--- src/hw/ecc_pkg.sv ---
package ecc_pkg;

    //------------------------------------------------------------
    // Field and data
    //------------------------------------------------------------
    localparam int FIELD_P     = 251;
    localparam int DATA_W      = 8;
    localparam int SCALAR_W    = 8;
    localparam int CMD_W       = 3;
    localparam int RF_ADDR_W   = 4;

    //------------------------------------------------------------
    // Instruction layout
    //------------------------------------------------------------
    localparam int INSTR_W     = 24;
    localparam int STALL_BIT   = 23;
    localparam int OPC_LSB     = 18;   // 3-bit opcode
    localparam int WE_BIT      = 17;
    localparam int DST_LSB     = 12;
    localparam int SRCA_LSB    = 8;
    localparam int SRCB_LSB    = 4;

    // Opcodes as stored in the ROM
    localparam logic [2:0] OP_NOP  = 3'd0;
    localparam logic [2:0] OP_ADD  = 3'd1;
    localparam logic [2:0] OP_SUB  = 3'd2;
    localparam logic [2:0] OP_MUL  = 3'd3;

    // Opcodes seen by the ALU
    localparam logic [2:0] ALU_NOP = 3'b000;
    localparam logic [2:0] ALU_ADD = 3'b010;
    localparam logic [2:0] ALU_SUB = 3'b011;
    localparam logic [2:0] ALU_MUL = 3'b100;

    // Extra fetch-hold cycles
    localparam int MULT_DELAY  = 9;
    localparam int ADD_DELAY   = 1;
    localparam int LADDER_STALL = 12;  // Covers the last multiply of a block
    localparam int ADDSUB_STALL = 2;

    //------------------------------------------------------------
    // Program addresses
    //------------------------------------------------------------
    localparam int PROG_ADDR_W = 6;
    localparam logic [PROG_ADDR_W-1:0] NOP_ADDR      = 6'd0;
    localparam logic [PROG_ADDR_W-1:0] LADDER_INIT_S = 6'd1;
    localparam logic [PROG_ADDR_W-1:0] LADDER_INIT_E = 6'd2;
    localparam logic [PROG_ADDR_W-1:0] LADDER0_S     = 6'd3;
    localparam logic [PROG_ADDR_W-1:0] LADDER0_E     = 6'd5;
    localparam logic [PROG_ADDR_W-1:0] LADDER1_S     = 6'd6;
    localparam logic [PROG_ADDR_W-1:0] LADDER1_E     = 6'd8;
    localparam logic [PROG_ADDR_W-1:0] ADDSUB_S      = 6'd9;
    localparam logic [PROG_ADDR_W-1:0] ADDSUB_E      = 6'd11;

    // Register map
    localparam logic [RF_ADDR_W-1:0] REG_X0   = 4'd0;
    localparam logic [RF_ADDR_W-1:0] REG_X1   = 4'd1;
    localparam logic [RF_ADDR_W-1:0] REG_BASE = 4'd2;
    localparam logic [RF_ADDR_W-1:0] REG_OPB  = 4'd3;
    localparam logic [RF_ADDR_W-1:0] REG_SUM  = 4'd4;
    localparam logic [RF_ADDR_W-1:0] REG_DIFF = 4'd5;
    localparam logic [RF_ADDR_W-1:0] REG_ZERO = 4'd14;
    localparam logic [RF_ADDR_W-1:0] REG_ONE  = 4'd15;

    // Commands
    localparam logic [CMD_W-1:0] CMD_KEYGEN = 3'd1;
    localparam logic [CMD_W-1:0] CMD_ADDSUB = 3'd2;

endpackage
--- src/hw/ecc_ladder_top.sv ---
`timescale 1ns/1ps

module ecc_ladder_top
    import ecc_pkg::*;
(
    input  logic                 clk,
    input  logic                 reset_n,
    input  logic [CMD_W-1:0]     cmd_i,
    input  logic                 load_i,
    input  logic [SCALAR_W-1:0]  scalar_i,
    input  logic [DATA_W-1:0]    base_i,
    input  logic [DATA_W-1:0]    opb_i,
    input  logic [RF_ADDR_W-1:0] rd_addr_i,
    output logic [DATA_W-1:0]    rd_data_o,
    output logic                 busy_o
);

    logic                   digit, last_digit, req_digit, start;
    logic                   ctrl_busy, alu_busy;
    logic [PROG_ADDR_W-1:0] prog_addr;
    logic [INSTR_W-1:0]     prog_line;
    logic [INSTR_W-1:0]     instr;

    ecc_scalar_feeder u_feeder (
        .clk          (clk),
        .reset_n      (reset_n),
        .load_i       (load_i),
        .scalar_i     (scalar_i),
        .start_i      (start),
        .req_digit_i  (req_digit),
        .digit_o      (digit),
        .last_digit_o (last_digit)
    );

    ecc_ctrl u_ctrl (
        .clk          (clk),
        .reset_n      (reset_n),
        .cmd_i        (cmd_i),
        .digit_i      (digit),
        .last_digit_i (last_digit),
        .prog_line_i  (prog_line),
        .prog_addr_o  (prog_addr),
        .start_o      (start),
        .req_digit_o  (req_digit),
        .instr_o      (instr),
        .busy_o       (ctrl_busy)
    );

    ecc_program_rom u_rom (
        .clk    (clk),
        .addr_i (prog_addr),
        .line_o (prog_line)
    );

    ecc_field_alu u_alu (
        .clk        (clk),
        .reset_n    (reset_n),
        .load_i     (load_i),
        .base_i     (base_i),
        .opb_i      (opb_i),
        .instr_i    (instr),
        .rd_addr_i  (rd_addr_i),
        .rd_data_o  (rd_data_o),
        .alu_busy_o (alu_busy)
    );

    assign busy_o = ctrl_busy | alu_busy;   // Covers the final multiply

endmodule

--- src/hw/ecc_field_alu.sv ---
`timescale 1ns/1ps

module ecc_field_alu
    import ecc_pkg::*;
(
    input  logic                 clk,
    input  logic                 reset_n,
    input  logic                 load_i,
    input  logic [DATA_W-1:0]    base_i,
    input  logic [DATA_W-1:0]    opb_i,
    input  logic [INSTR_W-1:0]   instr_i,
    input  logic [RF_ADDR_W-1:0] rd_addr_i,
    output logic [DATA_W-1:0]    rd_data_o,
    output logic                 alu_busy_o
);

    localparam int MCNT_W = $clog2(SCALAR_W + 1);

    function automatic logic [DATA_W-1:0] mod_add(input logic [DATA_W-1:0] a,
                                                  input logic [DATA_W-1:0] b);
        logic [DATA_W:0] s;
        s = {1'b0, a} + {1'b0, b};
        if (s >= (DATA_W+1)'(FIELD_P))
            s = s - (DATA_W+1)'(FIELD_P);
        return s[DATA_W-1:0];
    endfunction

    function automatic logic [DATA_W-1:0] mod_sub(input logic [DATA_W-1:0] a,
                                                  input logic [DATA_W-1:0] b);
        logic [DATA_W:0] d;
        if (a >= b)
            d = {1'b0, a} - {1'b0, b};
        else
            d = {1'b0, a} + (DATA_W+1)'(FIELD_P) - {1'b0, b};
        return d[DATA_W-1:0];
    endfunction

    // Raw inputs may exceed the prime by a few counts
    function automatic logic [DATA_W-1:0] reduce(input logic [DATA_W-1:0] v);
        return (v >= DATA_W'(FIELD_P)) ? v - DATA_W'(FIELD_P) : v;
    endfunction

    logic [DATA_W-1:0]    rf [0:REG_ZERO-1];  // 14 and 15 are constants
    logic [DATA_W-1:0]    src_a, src_b;
    logic [2:0]           opcode;
    logic [RF_ADDR_W-1:0] dst;

    logic                 mul_busy;
    logic [MCNT_W-1:0]    mul_cnt;
    logic [DATA_W-1:0]    mul_a;      // Multiplier, consumed MSB first
    logic [DATA_W-1:0]    mul_b;
    logic [DATA_W-1:0]    mul_acc;
    logic [RF_ADDR_W-1:0] mul_dst;

    assign opcode = instr_i[OPC_LSB +: 3];
    assign dst    = instr_i[DST_LSB +: RF_ADDR_W];

    always_comb begin
        case (instr_i[SRCA_LSB +: RF_ADDR_W])
            REG_ZERO : src_a = '0;
            REG_ONE  : src_a = DATA_W'(1);
            default  : src_a = rf[instr_i[SRCA_LSB +: RF_ADDR_W]];
        endcase
        case (instr_i[SRCB_LSB +: RF_ADDR_W])
            REG_ZERO : src_b = '0;
            REG_ONE  : src_b = DATA_W'(1);
            default  : src_b = rf[instr_i[SRCB_LSB +: RF_ADDR_W]];
        endcase
    end

    //------------------------------------------------------------
    // Register file and multiply sequencing
    //------------------------------------------------------------
    always_ff @(posedge clk or negedge reset_n) begin
        if (!reset_n) begin
            for (int i = 0; i < REG_ZERO; i++)
                rf[i] <= '0;
            mul_busy <= 1'b0;
            mul_cnt  <= '0;
        end else begin
            if (load_i) begin
                rf[REG_BASE] <= reduce(base_i);
                rf[REG_OPB]  <= reduce(opb_i);
            end

            if (instr_i[WE_BIT] && dst < REG_ZERO) begin
                case (opcode)
                    ALU_ADD : rf[dst] <= mod_add(src_a, src_b);
                    ALU_SUB : rf[dst] <= mod_sub(src_a, src_b);
                    default : ;
                endcase
            end

            if (opcode == ALU_MUL) begin
                mul_busy <= 1'b1;
                mul_cnt  <= MCNT_W'(SCALAR_W);
            end else if (mul_busy) begin
                if (mul_cnt != '0) begin
                    mul_cnt <= mul_cnt - 1'b1;
                end else begin
                    mul_busy <= 1'b0;
                    if (mul_dst < REG_ZERO)
                        rf[mul_dst] <= mul_acc;   // Write back
                end
            end
        end
    end

    // Interleaved shift-add, one multiplier bit per cycle
    always_ff @(posedge clk) begin
        if (opcode == ALU_MUL) begin
            mul_a   <= src_a;
            mul_b   <= src_b;
            mul_acc <= '0;
            mul_dst <= dst;
        end else if (mul_busy && mul_cnt != '0) begin
            mul_acc <= mod_add(mod_add(mul_acc, mul_acc),
                               mul_a[DATA_W-1] ? mul_b : '0);
            mul_a   <= {mul_a[DATA_W-2:0], 1'b0};
        end
    end

    always_ff @(posedge clk or negedge reset_n) begin
        if (!reset_n)
            rd_data_o <= '0;
        else if (rd_addr_i == REG_ZERO)
            rd_data_o <= '0;
        else if (rd_addr_i == REG_ONE)
            rd_data_o <= DATA_W'(1);
        else
            rd_data_o <= rf[rd_addr_i];
    end

    assign alu_busy_o = mul_busy;

endmodule

--- src/hw/ecc_ctrl.sv ---
`timescale 1ns/1ps

module ecc_ctrl
    import ecc_pkg::*;
(
    input  logic                   clk,
    input  logic                   reset_n,
    input  logic [CMD_W-1:0]       cmd_i,
    input  logic                   digit_i,
    input  logic                   last_digit_i,
    input  logic [INSTR_W-1:0]     prog_line_i,
    output logic [PROG_ADDR_W-1:0] prog_addr_o,
    output logic                   start_o,
    output logic                   req_digit_o,
    output logic [INSTR_W-1:0]     instr_o,
    output logic                   busy_o
);

    logic [PROG_ADDR_W-1:0] prog_cntr;
    logic [7:0]             hold_cntr;     // Stall or delay cycles left
    logic [7:0]             line_hold;
    logic                   line_vld;      // ROM output matches prog_cntr
    logic [1:0]             branch_pend;   // Waiting for the feeder to shift
    logic                   consume;
    logic [INSTR_W-1:0]     prog_line_pipe1;
    logic [INSTR_W-1:0]     prog_line_pipe2;

    assign prog_addr_o = prog_cntr;
    assign consume     = line_vld && (hold_cntr == '0) && (branch_pend == '0);

    // Fetch hold requested by the line now at the ROM output
    always_comb begin
        if (prog_line_i[STALL_BIT]) begin
            line_hold = prog_line_i[7:0];
        end else begin
            case (prog_line_i[OPC_LSB +: 3])
                OP_ADD, OP_SUB : line_hold = 8'(ADD_DELAY);
                OP_MUL         : line_hold = 8'(MULT_DELAY);
                default        : line_hold = '0;
            endcase
        end
    end

    //------------------------------------------------------------
    // Program sequencer
    //------------------------------------------------------------
    always_ff @(posedge clk or negedge reset_n) begin
        if (!reset_n) begin
            prog_cntr   <= NOP_ADDR;
            hold_cntr   <= '0;
            line_vld    <= 1'b0;
            branch_pend <= '0;
            start_o     <= 1'b0;
            req_digit_o <= 1'b0;
        end else begin
            start_o     <= 1'b0;
            req_digit_o <= 1'b0;
            branch_pend <= {branch_pend[0], 1'b0};

            if (hold_cntr != '0)
                hold_cntr <= hold_cntr - 1'b1;

            if (branch_pend[1]) begin
                // Feeder has moved on, branch on the new digit
                prog_cntr <= digit_i ? LADDER1_S : LADDER0_S;
                line_vld  <= 1'b0;
            end else if (consume) begin
                hold_cntr <= line_hold;
                line_vld  <= 1'b0;
                case (prog_cntr)
                    NOP_ADDR : begin
                        case (cmd_i)
                            CMD_KEYGEN : begin
                                prog_cntr <= LADDER_INIT_S;
                                start_o   <= 1'b1;
                            end
                            CMD_ADDSUB : prog_cntr <= ADDSUB_S;
                            default    : line_vld  <= 1'b1;  // Keep draining
                        endcase
                    end
                    LADDER_INIT_E : prog_cntr <= digit_i ? LADDER1_S : LADDER0_S;
                    LADDER0_E, LADDER1_E : begin
                        if (last_digit_i) begin
                            prog_cntr <= NOP_ADDR;
                        end else begin
                            req_digit_o <= 1'b1;
                            branch_pend <= 2'b01;
                        end
                    end
                    ADDSUB_E : prog_cntr <= NOP_ADDR;
                    default  : prog_cntr <= prog_cntr + 1'b1;
                endcase
            end else if (branch_pend == '0) begin
                line_vld <= 1'b1;   // Fresh line arrives after one cycle
            end
        end
    end

    //------------------------------------------------------------
    // Line pipeline and issue
    //------------------------------------------------------------
    always_ff @(posedge clk or negedge reset_n) begin
        if (!reset_n) begin
            prog_line_pipe1 <= '0;
            prog_line_pipe2 <= '0;
            instr_o         <= '0;
        end else if (consume) begin
            prog_line_pipe1 <= prog_line_i;
            prog_line_pipe2 <= prog_line_pipe1;
            instr_o         <= '0;
            if (!prog_line_pipe2[STALL_BIT]) begin   // Stall lines go out as NOP
                case (prog_line_pipe2[OPC_LSB +: 3])
                    OP_ADD  : instr_o[OPC_LSB +: 3] <= ALU_ADD;
                    OP_SUB  : instr_o[OPC_LSB +: 3] <= ALU_SUB;
                    OP_MUL  : instr_o[OPC_LSB +: 3] <= ALU_MUL;
                    default : instr_o[OPC_LSB +: 3] <= ALU_NOP;
                endcase
                instr_o[WE_BIT:0] <= prog_line_pipe2[WE_BIT:0];
            end
        end else begin
            instr_o <= '0;   // Each line issues once
        end
    end

    // Busy until the program and the pipeline have drained
    assign busy_o = (prog_cntr != NOP_ADDR) || (branch_pend != '0)
                 || (prog_line_pipe1 != '0) || (prog_line_pipe2 != '0)
                 || (instr_o != '0);

endmodule

--- src/hw/ecc_program_rom.sv ---
`timescale 1ns/1ps

module ecc_program_rom
    import ecc_pkg::*;
(
    input  logic                   clk,
    input  logic [PROG_ADDR_W-1:0] addr_i,
    output logic [INSTR_W-1:0]     line_o
);

    // Builds one arithmetic line
    function automatic logic [INSTR_W-1:0] op_line(
        input logic [2:0]           op,
        input logic [RF_ADDR_W-1:0] dst,
        input logic [RF_ADDR_W-1:0] src_a,
        input logic [RF_ADDR_W-1:0] src_b
    );
        logic [INSTR_W-1:0] l;
        l = '0;
        l[OPC_LSB +: 3]           = op;
        l[WE_BIT]                 = 1'b1;
        l[DST_LSB +: RF_ADDR_W]   = dst;
        l[SRCA_LSB +: RF_ADDR_W]  = src_a;
        l[SRCB_LSB +: RF_ADDR_W]  = src_b;
        return l;
    endfunction

    // Stall line, wait count in the low byte
    function automatic logic [INSTR_W-1:0] stall_line(input logic [7:0] cnt);
        logic [INSTR_W-1:0] l;
        l            = '0;
        l[STALL_BIT] = 1'b1;
        l[7:0]       = cnt;
        return l;
    endfunction

    logic [INSTR_W-1:0] rom_data;

    always_comb begin
        case (addr_i)
            // Ladder init: X0 = 1, X1 = base
            LADDER_INIT_S : rom_data = op_line(OP_ADD, REG_X0, REG_ONE, REG_ZERO);
            LADDER_INIT_E : rom_data = op_line(OP_ADD, REG_X1, REG_BASE, REG_ZERO);

            // Digit 0
            LADDER0_S     : rom_data = op_line(OP_MUL, REG_X1, REG_X0, REG_X1);
            6'd4          : rom_data = op_line(OP_MUL, REG_X0, REG_X0, REG_X0);
            LADDER0_E     : rom_data = stall_line(8'(LADDER_STALL));

            // Digit 1
            LADDER1_S     : rom_data = op_line(OP_MUL, REG_X0, REG_X0, REG_X1);
            6'd7          : rom_data = op_line(OP_MUL, REG_X1, REG_X1, REG_X1);
            LADDER1_E     : rom_data = stall_line(8'(LADDER_STALL));

            // Add/sub step
            ADDSUB_S      : rom_data = op_line(OP_ADD, REG_SUM, REG_BASE, REG_OPB);
            6'd10         : rom_data = op_line(OP_SUB, REG_DIFF, REG_BASE, REG_OPB);
            ADDSUB_E      : rom_data = stall_line(8'(ADDSUB_STALL));

            default       : rom_data = '0;  // NOP_ADDR and unused space
        endcase
    end

    always_ff @(posedge clk) begin
        line_o <= rom_data;
    end

endmodule

--- src/hw/ecc_scalar_feeder.sv ---
`timescale 1ns/1ps

module ecc_scalar_feeder
    import ecc_pkg::*;
(
    input  logic                clk,
    input  logic                reset_n,
    input  logic                load_i,
    input  logic [SCALAR_W-1:0] scalar_i,
    input  logic                start_i,
    input  logic                req_digit_i,
    output logic                digit_o,
    output logic                last_digit_o
);

    localparam int CNT_W = $clog2(SCALAR_W);

    logic [SCALAR_W-1:0] scalar_q;  // Latched secret
    logic [SCALAR_W-1:0] work_q;    // Shifting copy
    logic [CNT_W-1:0]    cnt_q;     // Digits left after the current one

    always_ff @(posedge clk or negedge reset_n) begin
        if (!reset_n) begin
            scalar_q <= '0;
            work_q   <= '0;
            cnt_q    <= CNT_W'(SCALAR_W - 1);
        end else if (load_i) begin
            scalar_q <= scalar_i;
            work_q   <= scalar_i;
            cnt_q    <= CNT_W'(SCALAR_W - 1);
        end else if (start_i) begin
            work_q <= scalar_q;    // Restart from the latched value
            cnt_q  <= CNT_W'(SCALAR_W - 1);
        end else if (req_digit_i && cnt_q != '0) begin
            work_q <= {work_q[SCALAR_W-2:0], 1'b0};
            cnt_q  <= cnt_q - 1'b1;
        end
    end

    assign digit_o      = work_q[SCALAR_W-1];  // MSB first
    assign last_digit_o = (cnt_q == '0);

endmodule

--- config.mk ---
export PLATFORM = sky130hd
export DESIGN_NAME = ecc_ladder_top
export DESIGN_NICKNAME = d
export VERILOG_FILES = /design/src/hw/ecc_pkg.sv /design/src/hw/ecc_ladder_top.sv /design/src/hw/ecc_field_alu.sv /design/src/hw/ecc_ctrl.sv /design/src/hw/ecc_program_rom.sv /design/src/hw/ecc_scalar_feeder.sv
export SDC_FILE = /design/constraint.sdc
export NUM_CORES = 1
export LEC_CHECK = 0
export ABC_AREA = 1
export BUFFER_PORTS_ARGS = -buffer_cell sky130_fd_sc_hd__buf_2
export CORE_UTILIZATION = 45
export DETAILED_ROUTE_END_ITERATION = 8
export GPL_ROUTABILITY_DRIVEN = 0
export GPL_TIMING_DRIVEN = 1
export PLACE_DENSITY = 0.67
export RECOVER_POWER = 100
export SLEW_MARGIN = 25
export SYNTH_ARGS = -nofsm -noshare
export SYNTH_HDL_FRONTEND = slang
export SYNTH_SLANG_ARGS = --single-unit
--- constraint.sdc ---
create_clock -name clk -period 10.1 [get_ports clk]
set_clock_uncertainty 0.2 [all_clocks]
set_input_delay 1.515 -clock clk [delete_from_list [all_inputs] [get_ports clk]]
set_output_delay 1.515 -clock clk [all_outputs]
set_load 0.05 [all_outputs]
==> results of run 1 <==
[synth_stat cells, drive strengths merged, types with 3 or more instances]
cell | instances | area, sq um
nand4 | 23 | 144
a21oi | 156 | 830
edfxtp | 18 | 541
nor4 | 5 | 31.3
o211ai | 12 | 90.1
nor3 | 13 | 65.1
nand2 | 433 | 1670
buf | 18 | 106
clkinv | 5 | 18.8
dfrtp | 198 | 4950
nand3 | 83 | 435
or2 | 8 | 50.1
fa | 5 | 100
o311ai | 3 | 26.3
a31oi | 12 | 75.1
clkbuf | 127 | 477
xnor2 | 8 | 70.1
nor2 | 148 | 588
dfstp | 3 | 78.8
xor2 | 19 | 166
o21bai | 3 | 22.5
nand3b | 3 | 22.5
a22oi | 16 | 120
dfxtp | 21 | 420
a221oi | 8 | 76.3
o22ai | 4 | 25.0
a32oi | 7 | 61.3
o21ai | 222 | 1110
o221ai | 4 | 35.0
inv | 265 | 997
o21a | 5 | 37.5
ha | 53 | 663
[per-layer routing]
metal | up-vias | wire (um) | track usage, %
met5 | - | 0 | 0
met2 | 465 | 16400 | 35.7
li1 | 6065 | - | -
met4 | 0 | 1590 | 9.31
met1 | 5666 | 16300 | 31.0
met3 | 100 | 2580 | 3.26
[layout make-up]
type / instances / area (sq um) / share of cell area (%)
Multi-Input combinational cell: 1264 / 6520 / 42.9
Sequential cell: 240 / 6000 / 39.5
Tap cell: 396 / 495 / 3.26
Timing Repair Buffer: 49 / 248 / 1.63
Inverter: 270 / 1010 / 6.68
Clock inverter: 13 / 148 / 0.972
Clock buffer: 36 / 771 / 5.07
[flip-flops by register name, summed over array words and instances, names as in the netlist, 13 cells and up]
signal and cells:
u_rom.line_o 13, u_alu.rf 112, u_ctrl.prog_line_pipe1 13, u_ctrl.prog_line_pipe2 13
u_ctrl.instr_o 13
[power by group]
part           total, W  switching [W]  internal (W)
clock network   0.00101       0.000398      0.000611
registers       0.00113      0.0000664       0.00106
logic          0.000438       0.000292      0.000146
total           0.00258       0.000756       0.00182
[worst max-delay path by stage]
stage,from,endpoint,slack [ps],depth (start not counted)
after floorplan,u_ctrl.instr_o[9],u_alu.rf[71],6220,25
after global placement,u_ctrl.instr_o[4],u_alu.rf[111],5390,22
after detailed placement,u_ctrl.instr_o[4],u_alu.rf[103],5240,22
after CTS,u_ctrl.instr_o[4],u_alu.rf[103],5260,22
after global routing,u_ctrl.instr_o[4],u_alu.rf[100],4380,23
final,u_ctrl.instr_o[4],u_alu.rf[109],4810,23
[through the flow]
stage          hold WS (ps)  utilization [%]  cell area [sq um]  cells
2_1_floorplan           214                -              14200   1919
3_3_place_gp            160             46.7              14400   2219
3_5_place_dp            162             46.7              14400   2219
4_1_cts                 176             49.7              15300   2268
5_1_grt                 181             49.3              15200   2268
6_report                172             49.3              15200   2268
[cell families after synthesis]
| logic type | Yosys count | share of synthesized area [%] |
|---|---|---|
| AOI/OAI and AO/OA | 462 | 18.3 |
| xor gates and xnor gates | 27 | 1.67 |
| adders and majority gates | 58 | 5.38 |
| buffers and inverters | 415 | 11.3 |
| DFF | 240 | 42.2 |
| and+or+nand+nor | 717 | 21.2 |
==> impl_metrics.env, run 1 <==
export IMPL_hold_path_startpoint="u_alu.rf[45]"
export IMPL_die_h_um=180
export IMPL_grt_pass1_vias=11400
export IMPL_drive_gt1_share_pct=6.36
export IMPL_rows=64
export IMPL_async_flop_share_pct=83.8
export IMPL_grt_pass1_wl_um=59200
export IMPL_path_clk_slew_ps=60
export IMPL_cp_end_kind="register"
export IMPL_outcome="finished, violations left"
export IMPL_clockBufferDepth=3
export IMPL_slowest_delay_ps=750
export IMPL_ioPinCount=43
export IMPL_synth_distinct_cells=56
export IMPL_totalPowerFinal_w=0.00258
export IMPL_violations="design-rule violations, max-capacitance violations, max-slew violations"
export IMPL_hold_violations=0
export IMPL_post_drt_wl_per_cell_um=16.2
export IMPL_cts_tree="yes"
export IMPL_cp_arrival_ps=5510
export IMPL_cts_resized=0
export IMPL_ys_flop_type="dfrtp_1"
export IMPL_hold_end="u_alu.rf[45]"
export IMPL_synthesis_instances=1919
export IMPL_crit_path_frequent_cell="nand2_1"
export IMPL_postRouteAntennaNets=0
export IMPL_worst_r2r_setup_slack_ps=4810
export IMPL_firstDrtPassIters=9
export IMPL_cp_required_ps=10320
export IMPL_track_usage_pct=22.6
export IMPL_path_class="reg2reg"
export IMPL_grt_overflow_total=0
export IMPL_start_kind="register"
export IMPL_pre_cts_slack_ps=5240
export IMPL_reg2reg_from="u_ctrl.instr_o[4]"
export IMPL_synth_fp_nets=2011
export IMPL_netlist_area_sq_um=14200
export IMPL_drv_slew=102
export IMPL_min_path_cells=0
export IMPL_cts_root_buf="clkbuf_16"
export IMPL_cp_cell_sequence="clkinv_1 -> o21ai_0 -> nand2_1 -> a32oi_1 -> inv_1 -> ha_1 -> clkinvlp_2 -> nand2_1 -> nand2_1 -> clkinv_1 -> nand3_1 -> nand2_1 -> nand3_1 -> a21oi_2 -> nand2_1 -> nand2_1 -> nand2_1 -> nand2_1 -> nand2_1 -> nand2_1 -> nand2_1 -> nand2_1 -> a21oi_1"
export IMPL_layout_nets=1944
export IMPL_hp_class="reg2reg"
export IMPL_grt_max_degree=84
export IMPL_port_buffer_count=42
export IMPL_final_common_cell="nand2_1"
export IMPL_max_freq_mhz=189
export IMPL_insertion_delay_ps=540
export IMPL_vias_per_cell=5.42
export IMPL_die_width_um=180
export IMPL_p_leak_nw=7.43
export IMPL_syn_to_final_growth_pct=7.01
export IMPL_cts_sinks=240
export IMPL_diodes=0
export IMPL_fill_cells=2993
export IMPL_mostFrequentLayoutCells="429 x nand2_1, 255 x inv_1, 219 x o21ai_0"
export IMPL_drt_iter0_drc=1294
export IMPL_postCtsSetupBuffers=0
export IMPL_cp_max_fo=23
export IMPL_drc=1
export IMPL_max_cap_violations=2
export IMPL_critPathSlowestCell="dfrtp_1"
export IMPL_initial_utilization_pct=46.1
export IMPL_routed_wirelength_um=36800
export IMPL_worstRegToRegCells=23
export IMPL_rsz0062_at_grt="no"
export IMPL_synth_warnings=0
export IMPL_antenna_found_initial=0
export IMPL_hpwl_um=26700
export IMPL_slew_headroom_pct=-113
export IMPL_cp_top_family="simple AND/OR/NAND/NOR gates"
export IMPL_synth_edf_count=18
export IMPL_ys_seq_area_share_pct=42.2
export IMPL_die_area_sq_um=32300
export IMPL_vdd_ir_drop_max_mv=0.136
export IMPL_dr_total_vias=12300
export IMPL_rr_endpoint="u_alu.rf[109]"
export IMPL_cts_buffers=27
export IMPL_ctsHoldBuffers=0
export IMPL_setup_viol=0
export IMPL_worst_path_buf_inv=4
export IMPL_core_sq_um=30800
export IMPL_worstMarginPinSlew_ps=3190
export IMPL_fin_crit_sh_pct=52.4
export IMPL_setup_slack_ps=4810
export IMPL_synth_seq_cells=240
export IMPL_htree_levels=1
export IMPL_timing_final_crit_period_ps=5290
export IMPL_p_per_area_nw_per_um2=170
export IMPL_tns_ps=0
export IMPL_syn_area_per_cell_sq_um=7.40
Power figures use the tool's default switching activity.
==> run 2, diff against run 1 <==
==> constraint.sdc (replaced) <==
create_clock -name clk -period 5.4 [get_ports clk]
set_clock_uncertainty 0.2 [all_clocks]
set_input_delay 0.81 -clock clk [delete_from_list [all_inputs] [get_ports clk]]
set_output_delay 0.81 -clock clk [all_outputs]
set_load 0.05 [all_outputs]
==> run 2 against run 1 <==
  * The flow still finishes with violations (design-rule violations, max-capacitance violations, max-slew violations)
  * Fmax is 8.6% higher
  * Combinational power up 87%
  * Worst setup slack worse by 4300 ps
  * Critical path depth decreased by 1
  * Cell count grew 0.18%
  * Die area did not move
  * Critical path type unchanged
  * Highest routed layer unchanged
==> impl_metrics.env, run 2 (synthesis results as in run 1) <==
export IMPL_outcome="finished, violations left"
export IMPL_violations="design-rule violations, max-capacitance violations, max-slew violations"
export IMPL_htree_levels=1
export IMPL_diodes=0
export IMPL_track_usage_pct=23.2
export IMPL_firstDrtPassIters=9
export IMPL_hpwl_um=26800
export IMPL_die_h_um=180
export IMPL_path_class="reg2reg"
export IMPL_rows=64
export IMPL_antenna_found_initial=0
export IMPL_die_area_sq_um=32300
export IMPL_dp_cells=2222
export IMPL_postCtsSetupBuffers=0
export IMPL_worstMarginPinSlew_ps=3720
export IMPL_vdd_ir_drop_max_mv=0.237
export IMPL_cts_sinks=240
export IMPL_final_common_cell="nand2_1"
export IMPL_mostFrequentLayoutCells="428 x nand2_1, 255 x inv_1, 219 x o21ai_0"
export IMPL_reg2reg_from="u_ctrl.instr_o[9]"
export IMPL_dr_total_vias=12300
export IMPL_cts_tree="yes"
export IMPL_timing_final_crit_period_ps=4870
export IMPL_cp_max_fo=25
export IMPL_drc=1
export IMPL_ioPinCount=43
export IMPL_cts_root_buf="clkbuf_16"
export IMPL_drive_gt1_share_pct=6.88
export IMPL_ctsHoldBuffers=0
export IMPL_hp_class="reg2reg"
export IMPL_cp_required_ps=5630
export IMPL_core_sq_um=30800
export IMPL_crit_start="u_ctrl.instr_o[9]"
export IMPL_routed_wirelength_um=37400
export IMPL_grt_overflow_total=0
export IMPL_drt_iter0_drc=1271
export IMPL_cp_arrival_ps=5110
export IMPL_clockBufferDepth=3
export IMPL_drv_slew=128
export IMPL_grt_pass1_wl_um=60800
export IMPL_path_clk_slew_ps=70
export IMPL_vias_per_cell=5.43
export IMPL_post_drt_wl_per_cell_um=16.5
export IMPL_hold_path_startpoint="u_alu.rf[47]"
export IMPL_slew_headroom_pct=-148
export IMPL_setup_viol=0
export IMPL_grt_max_degree=125
export IMPL_max_freq_mhz=205
export IMPL_max_cap_violations=2
export IMPL_syn_to_final_growth_pct=7.45
export IMPL_tns_ps=0
export IMPL_port_buffer_count=42
export IMPL_cts_buffers=27
export IMPL_fill_cells=3027
export IMPL_instances_no_fill=2272
export IMPL_cts_resized=0
export IMPL_initial_utilization_pct=46.1
export IMPL_top_register="u_alu.rf"
export IMPL_largest_reg_flops=112
export IMPL_postRouteAntennaNets=0
export IMPL_grt_pass1_vias=11500
export IMPL_hold_violations=0
export IMPL_layout_nets=1947
export IMPL_p_per_area_nw_per_um2=318
export IMPL_fin_crit_sh_pct=90.2
export IMPL_rsz0062_at_grt="no"
export IMPL_start_kind="register"
export IMPL_p_leak_nw=7.46
export IMPL_insertion_delay_ps=550
export IMPL_die_width_um=180
export IMPL_cp_end_kind="register"
## run 2: cell types whose count changed in the layout (fill, tap and decap cells not counted), sizes merged
| cell | previous run | this run |
|---|---|---|
| clkbuf | 49 | 44 |
| buf | 36 | 39 |
| inv | 265 | 268 |
| clkinvlp | 2 | 4 |
| clkdlybuf4s25 | 0 | 1 |
## run 2: final timing paths
kind                                    endpoint  slack (ps)  depth (start not counted)
worst max-delay path               u_alu.rf[101]         530                         22
worst min-delay path                u_alu.rf[47]         170                          0
worst max register to register     u_alu.rf[101]         530                         22
worst min register to register      u_alu.rf[47]         170                          0
max in group asynchronous           u_alu.rf[21]        1330                          1
min in group asynchronous       u_alu.mul_cnt[3]        1540                          1
## run 2: worst max-delay path: stages (launching register included)
cell and delay, ps:
dfrtp_1 650, inv_1 280, buf_4 290, o21ai_0 170, nand2_1 80, a32oi_1 430
inv_1 180, ha_1 500, inv_2 120, a21oi_1 240, nand4_1 140, nand2_1 250
nand2_1 100, a21oi_2 110, nand2_1 170, nand2_1 230, nand2_1 80, nand2_1 170
nand2_1 70, nand2_1 80, nand2_1 80, nand2_1 60, a21oi_1 60
## run 2: report_power, final
part | switching (W) | internal, W | leakage [nW]
combinational | 0.000546 | 0.000274 | 3.96
sequential | 0.000120 | 0.00199 | 3.04
clock | 0.000784 | 0.00113 | 0.456
## run 2: cell type report
cell class | count | area, sq um | area share [%]
Clock buffer | 32 | 746 | 4.89
Clock inverter | 18 | 188 | 1.23
Inverter | 270 | 1020 | 6.66
Multi-Input combinational cell | 1264 | 6530 | 42.8
Sequential cell | 240 | 6000 | 39.3
Tap cell | 396 | 495 | 3.25
Timing Repair Buffer | 52 | 285 | 1.87
## run 2: stage by stage
stage               power [W]  hold slack (ps)  setup slack [ps]  area (sq um)  utilization (%)
detailed placement    0.00297              161               836         14400             46.8
global route          0.00509              179               220         15300             49.5
floorplan             0.00271              214              1520         14200                -
finish                0.00485              175               527         15300             49.5
CTS                   0.00488              102               822         15400             49.8
global placement      0.00295              160               823         14400             46.8
## run 2: routing by layer
layer / wire, um / up-vias / global-route usage [%] / share of wire [%]
li1: - / 6047 / - / -
met1: 16700 / 5791 / 31.9 / 45
met2: 17100 / 417 / 37.6 / 46
met3: 2450 / 75 / 3.10 / 6.5
met4: 1180 / 0 / 7.62 / 3.1
met5: 0 / - / 0 / 0
==> run 3, diff against run 2 <==
==> constraint.sdc (replaced) <==
create_clock -name clk -period 5.4 [get_ports clk]
set_clock_uncertainty 0.2 [all_clocks]
set_input_delay 0.54 -clock clk [delete_from_list [all_inputs] [get_ports clk]]
set_output_delay 0.54 -clock clk [all_outputs]
set_load 0.05 [all_outputs]
==> run 3 against run 2 <==
  * The flow still finishes with violations (design-rule violations, max-capacitance violations, max-slew violations)
  * Non-clock buffer count rose by 2
  * Sequential cell count did not move
  * Wire length fell by 0.70%
  * Die area did not move
  * Critical path depth did not move
  * Sequential power barely moved
  * Global-route usage rose by 0.085 points
  * Combinational power barely moved
  * Critical path type unchanged
  * Largest power group unchanged
  * Highest routed layer unchanged
==> impl_metrics.env, run 3 (synthesis results as in run 1) <==
export IMPL_max_freq_mhz=209
export IMPL_cp_end_kind="register"
export IMPL_timing_final_crit_period_ps=4780
export IMPL_rsz0062_at_grt="no"
export IMPL_tns_ps=0
export IMPL_diodes=0
export IMPL_die_width_um=180
export IMPL_syn_to_final_growth_pct=7.23
export IMPL_p_per_area_nw_per_um2=315
export IMPL_die_area_sq_um=32300
export IMPL_post_drt_wl_per_cell_um=16.4
export IMPL_cts_tree="yes"
export IMPL_drc=1
export IMPL_track_usage_pct=23.2
export IMPL_grt_pass1_vias=11500
export IMPL_cp_arrival_ps=5000
export IMPL_ioPinCount=43
export IMPL_start_kind="register"
export IMPL_port_buffer_count=42
export IMPL_pwr_share_comb_pct=17.1
export IMPL_cp_top_family="simple AND/OR/NAND/NOR gates"
export IMPL_min_path_cells=3
export IMPL_rows=64
export IMPL_power_frac_seq_pct=44.0
export IMPL_routed_wirelength_um=37200
export IMPL_crit_path_frequent_cell="nand2_1"
export IMPL_setup_slack_ps=625
export IMPL_setup_viol=0
export IMPL_p_leak_nw=7.45
export IMPL_grt_overflow_total=0
export IMPL_critPathSlowestCell="dfrtp_1"
export IMPL_hpwl_um=26900
export IMPL_fin_crit_sh_pct=88.4
export IMPL_clkPwrFrac_pct=38.9
export IMPL_path_depth=22
export IMPL_hp_class="in2reg"
export IMPL_die_h_um=180
export IMPL_slowest_delay_ps=650
export IMPL_drive_gt1_share_pct=6.82
export IMPL_slew_headroom_pct=-102
export IMPL_hold_violations=0
export IMPL_layout_nets=1949
export IMPL_cts_buffers=27
export IMPL_intPower_w=0.00333
export IMPL_drt_iter0_drc=1244
export IMPL_postRouteAntennaNets=0
export IMPL_top_register="u_alu.rf"
export IMPL_insertion_delay_ps=550
export IMPL_clockBufferDepth=3
export IMPL_largest_reg_flops=112
export IMPL_utilization_pct=49.4
export IMPL_firstDrtPassIters=9
export IMPL_cts_sinks=240
export IMPL_htree_levels=1
export IMPL_fill_cells=2986
export IMPL_drv_slew=165
export IMPL_mostFrequentLayoutCells="427 x nand2_1, 256 x inv_1, 220 x o21ai_0"
export IMPL_initial_utilization_pct=46.1
export IMPL_final_common_cell="nand2_1"
export IMPL_switchingPower_w=0.00147
export IMPL_cts_root_buf="clkbuf_16"
export IMPL_grt_pass1_wl_um=60700
export IMPL_postCtsSetupBuffers=0
export IMPL_path_class="reg2reg"
export IMPL_path_clk_slew_ps=60
export IMPL_worst_path_buf_inv=4
export IMPL_cp_required_ps=5630
export IMPL_dr_total_vias=12300
export IMPL_vias_per_cell=5.39
export IMPL_core_sq_um=30800
export IMPL_power_switching_share_pct=30.6
export IMPL_cp_cell_sequence="inv_1 -> buf_4 -> o21ai_0 -> nand2_1 -> a32oi_1 -> inv_1 -> ha_1 -> inv_1 -> a21oi_2 -> nand4_1 -> nand2_1 -> nand2_1 -> a21oi_1 -> nand2_1 -> nand2_4 -> nand2_1 -> nand2_1 -> nand2_1 -> nand2_1 -> nand2_1 -> nand2_1 -> a21oi_1"
export IMPL_antenna_found_initial=0
export IMPL_violations="design-rule violations, max-capacitance violations, max-slew violations"
export IMPL_vdd_ir_drop_max_mv=0.254
export IMPL_grt_max_degree=115
export IMPL_worstMarginPinSlew_ps=3020
export IMPL_max_cap_violations=2
export IMPL_worstRegToRegCells=22
export IMPL_pre_cts_slack_ps=805
export IMPL_outcome="finished, violations left"
export IMPL_cp_max_fo=25
==> run 3: metrics by stage <==
stage	area, sq um	total power, W	hold slack (ps)	instances
6_report	15200	0.00480	35.3	2274
3_5_place_dp	14400	0.00297	160	2223
5_1_grt	15200	0.00506	46.0	2274
4_1_cts	15300	0.00485	21.3	2274
2_1_floorplan	14200	0.00271	44.4	1919
3_3_place_gp	14400	0.00295	160	2223
==> run 3: final cells by class <==
type	instances	area, sq um	area share (%)
Multi-Input combinational cell	1264	6540	42.9
Sequential cell	240	6000	39.4
Inverter	270	1020	6.67
Clock buffer	32	724	4.76
Tap cell	396	495	3.25
Timing Repair Buffer	54	280	1.84
Clock inverter	18	178	1.17
==> run 3: path summary, 6_finish.rpt <==
check	start	endpoint	slack, ps
setup / recovery	u_ctrl.instr_o[9]	u_alu.rf[100]	620
min in group asynchronous	reset_n	u_alu.rf[70]	1300
hold reg to reg	u_alu.rf[5]	u_alu.rf[5]	180
max in group asynchronous	reset_n	u_alu.rf[10]	1250
hold / removal	scalar_i[2]	u_feeder.scalar_q[2]	40
setup reg to reg	u_ctrl.instr_o[9]	u_alu.rf[100]	620
==> run 3: timing repair <==
action,in CTS,in global routing
hold buffers,1,0
setup endpoints to repair,0,0
resized for setup,0,0
endpoints found under the hold margin,32,0
==> run 3: power by group through the flow <==
stage / clock network (W) / logic, W / registers, W
floorplan: 0 / 0.000594 / 0.00212
global placement: 0 / 0.000813 / 0.00214
detailed placement: 0 / 0.000830 / 0.00214
CTS: 0.00190 / 0.000836 / 0.00211
global route: 0.00197 / 0.000955 / 0.00213
finish: 0.00187 / 0.000822 / 0.00211
==> run 3: routing by layer <==
layer / vias up / GRT usage [%] / routed length, um
met5: - / 0 / 0
met4: 0 / 8.69 / 1380
met3: 81 / 3.26 / 2610
met2: 427 / 36.6 / 16600
met1: 5664 / 32.6 / 16600
li1: 6081 / - / -
==> run 3: worst min-delay path: cells and delay by family <==
kind	cells	cell delay, ps
AOI/OAI and AO/OA	1	60
buffers and inverters	1	70
and+or+nand+nor	1	50
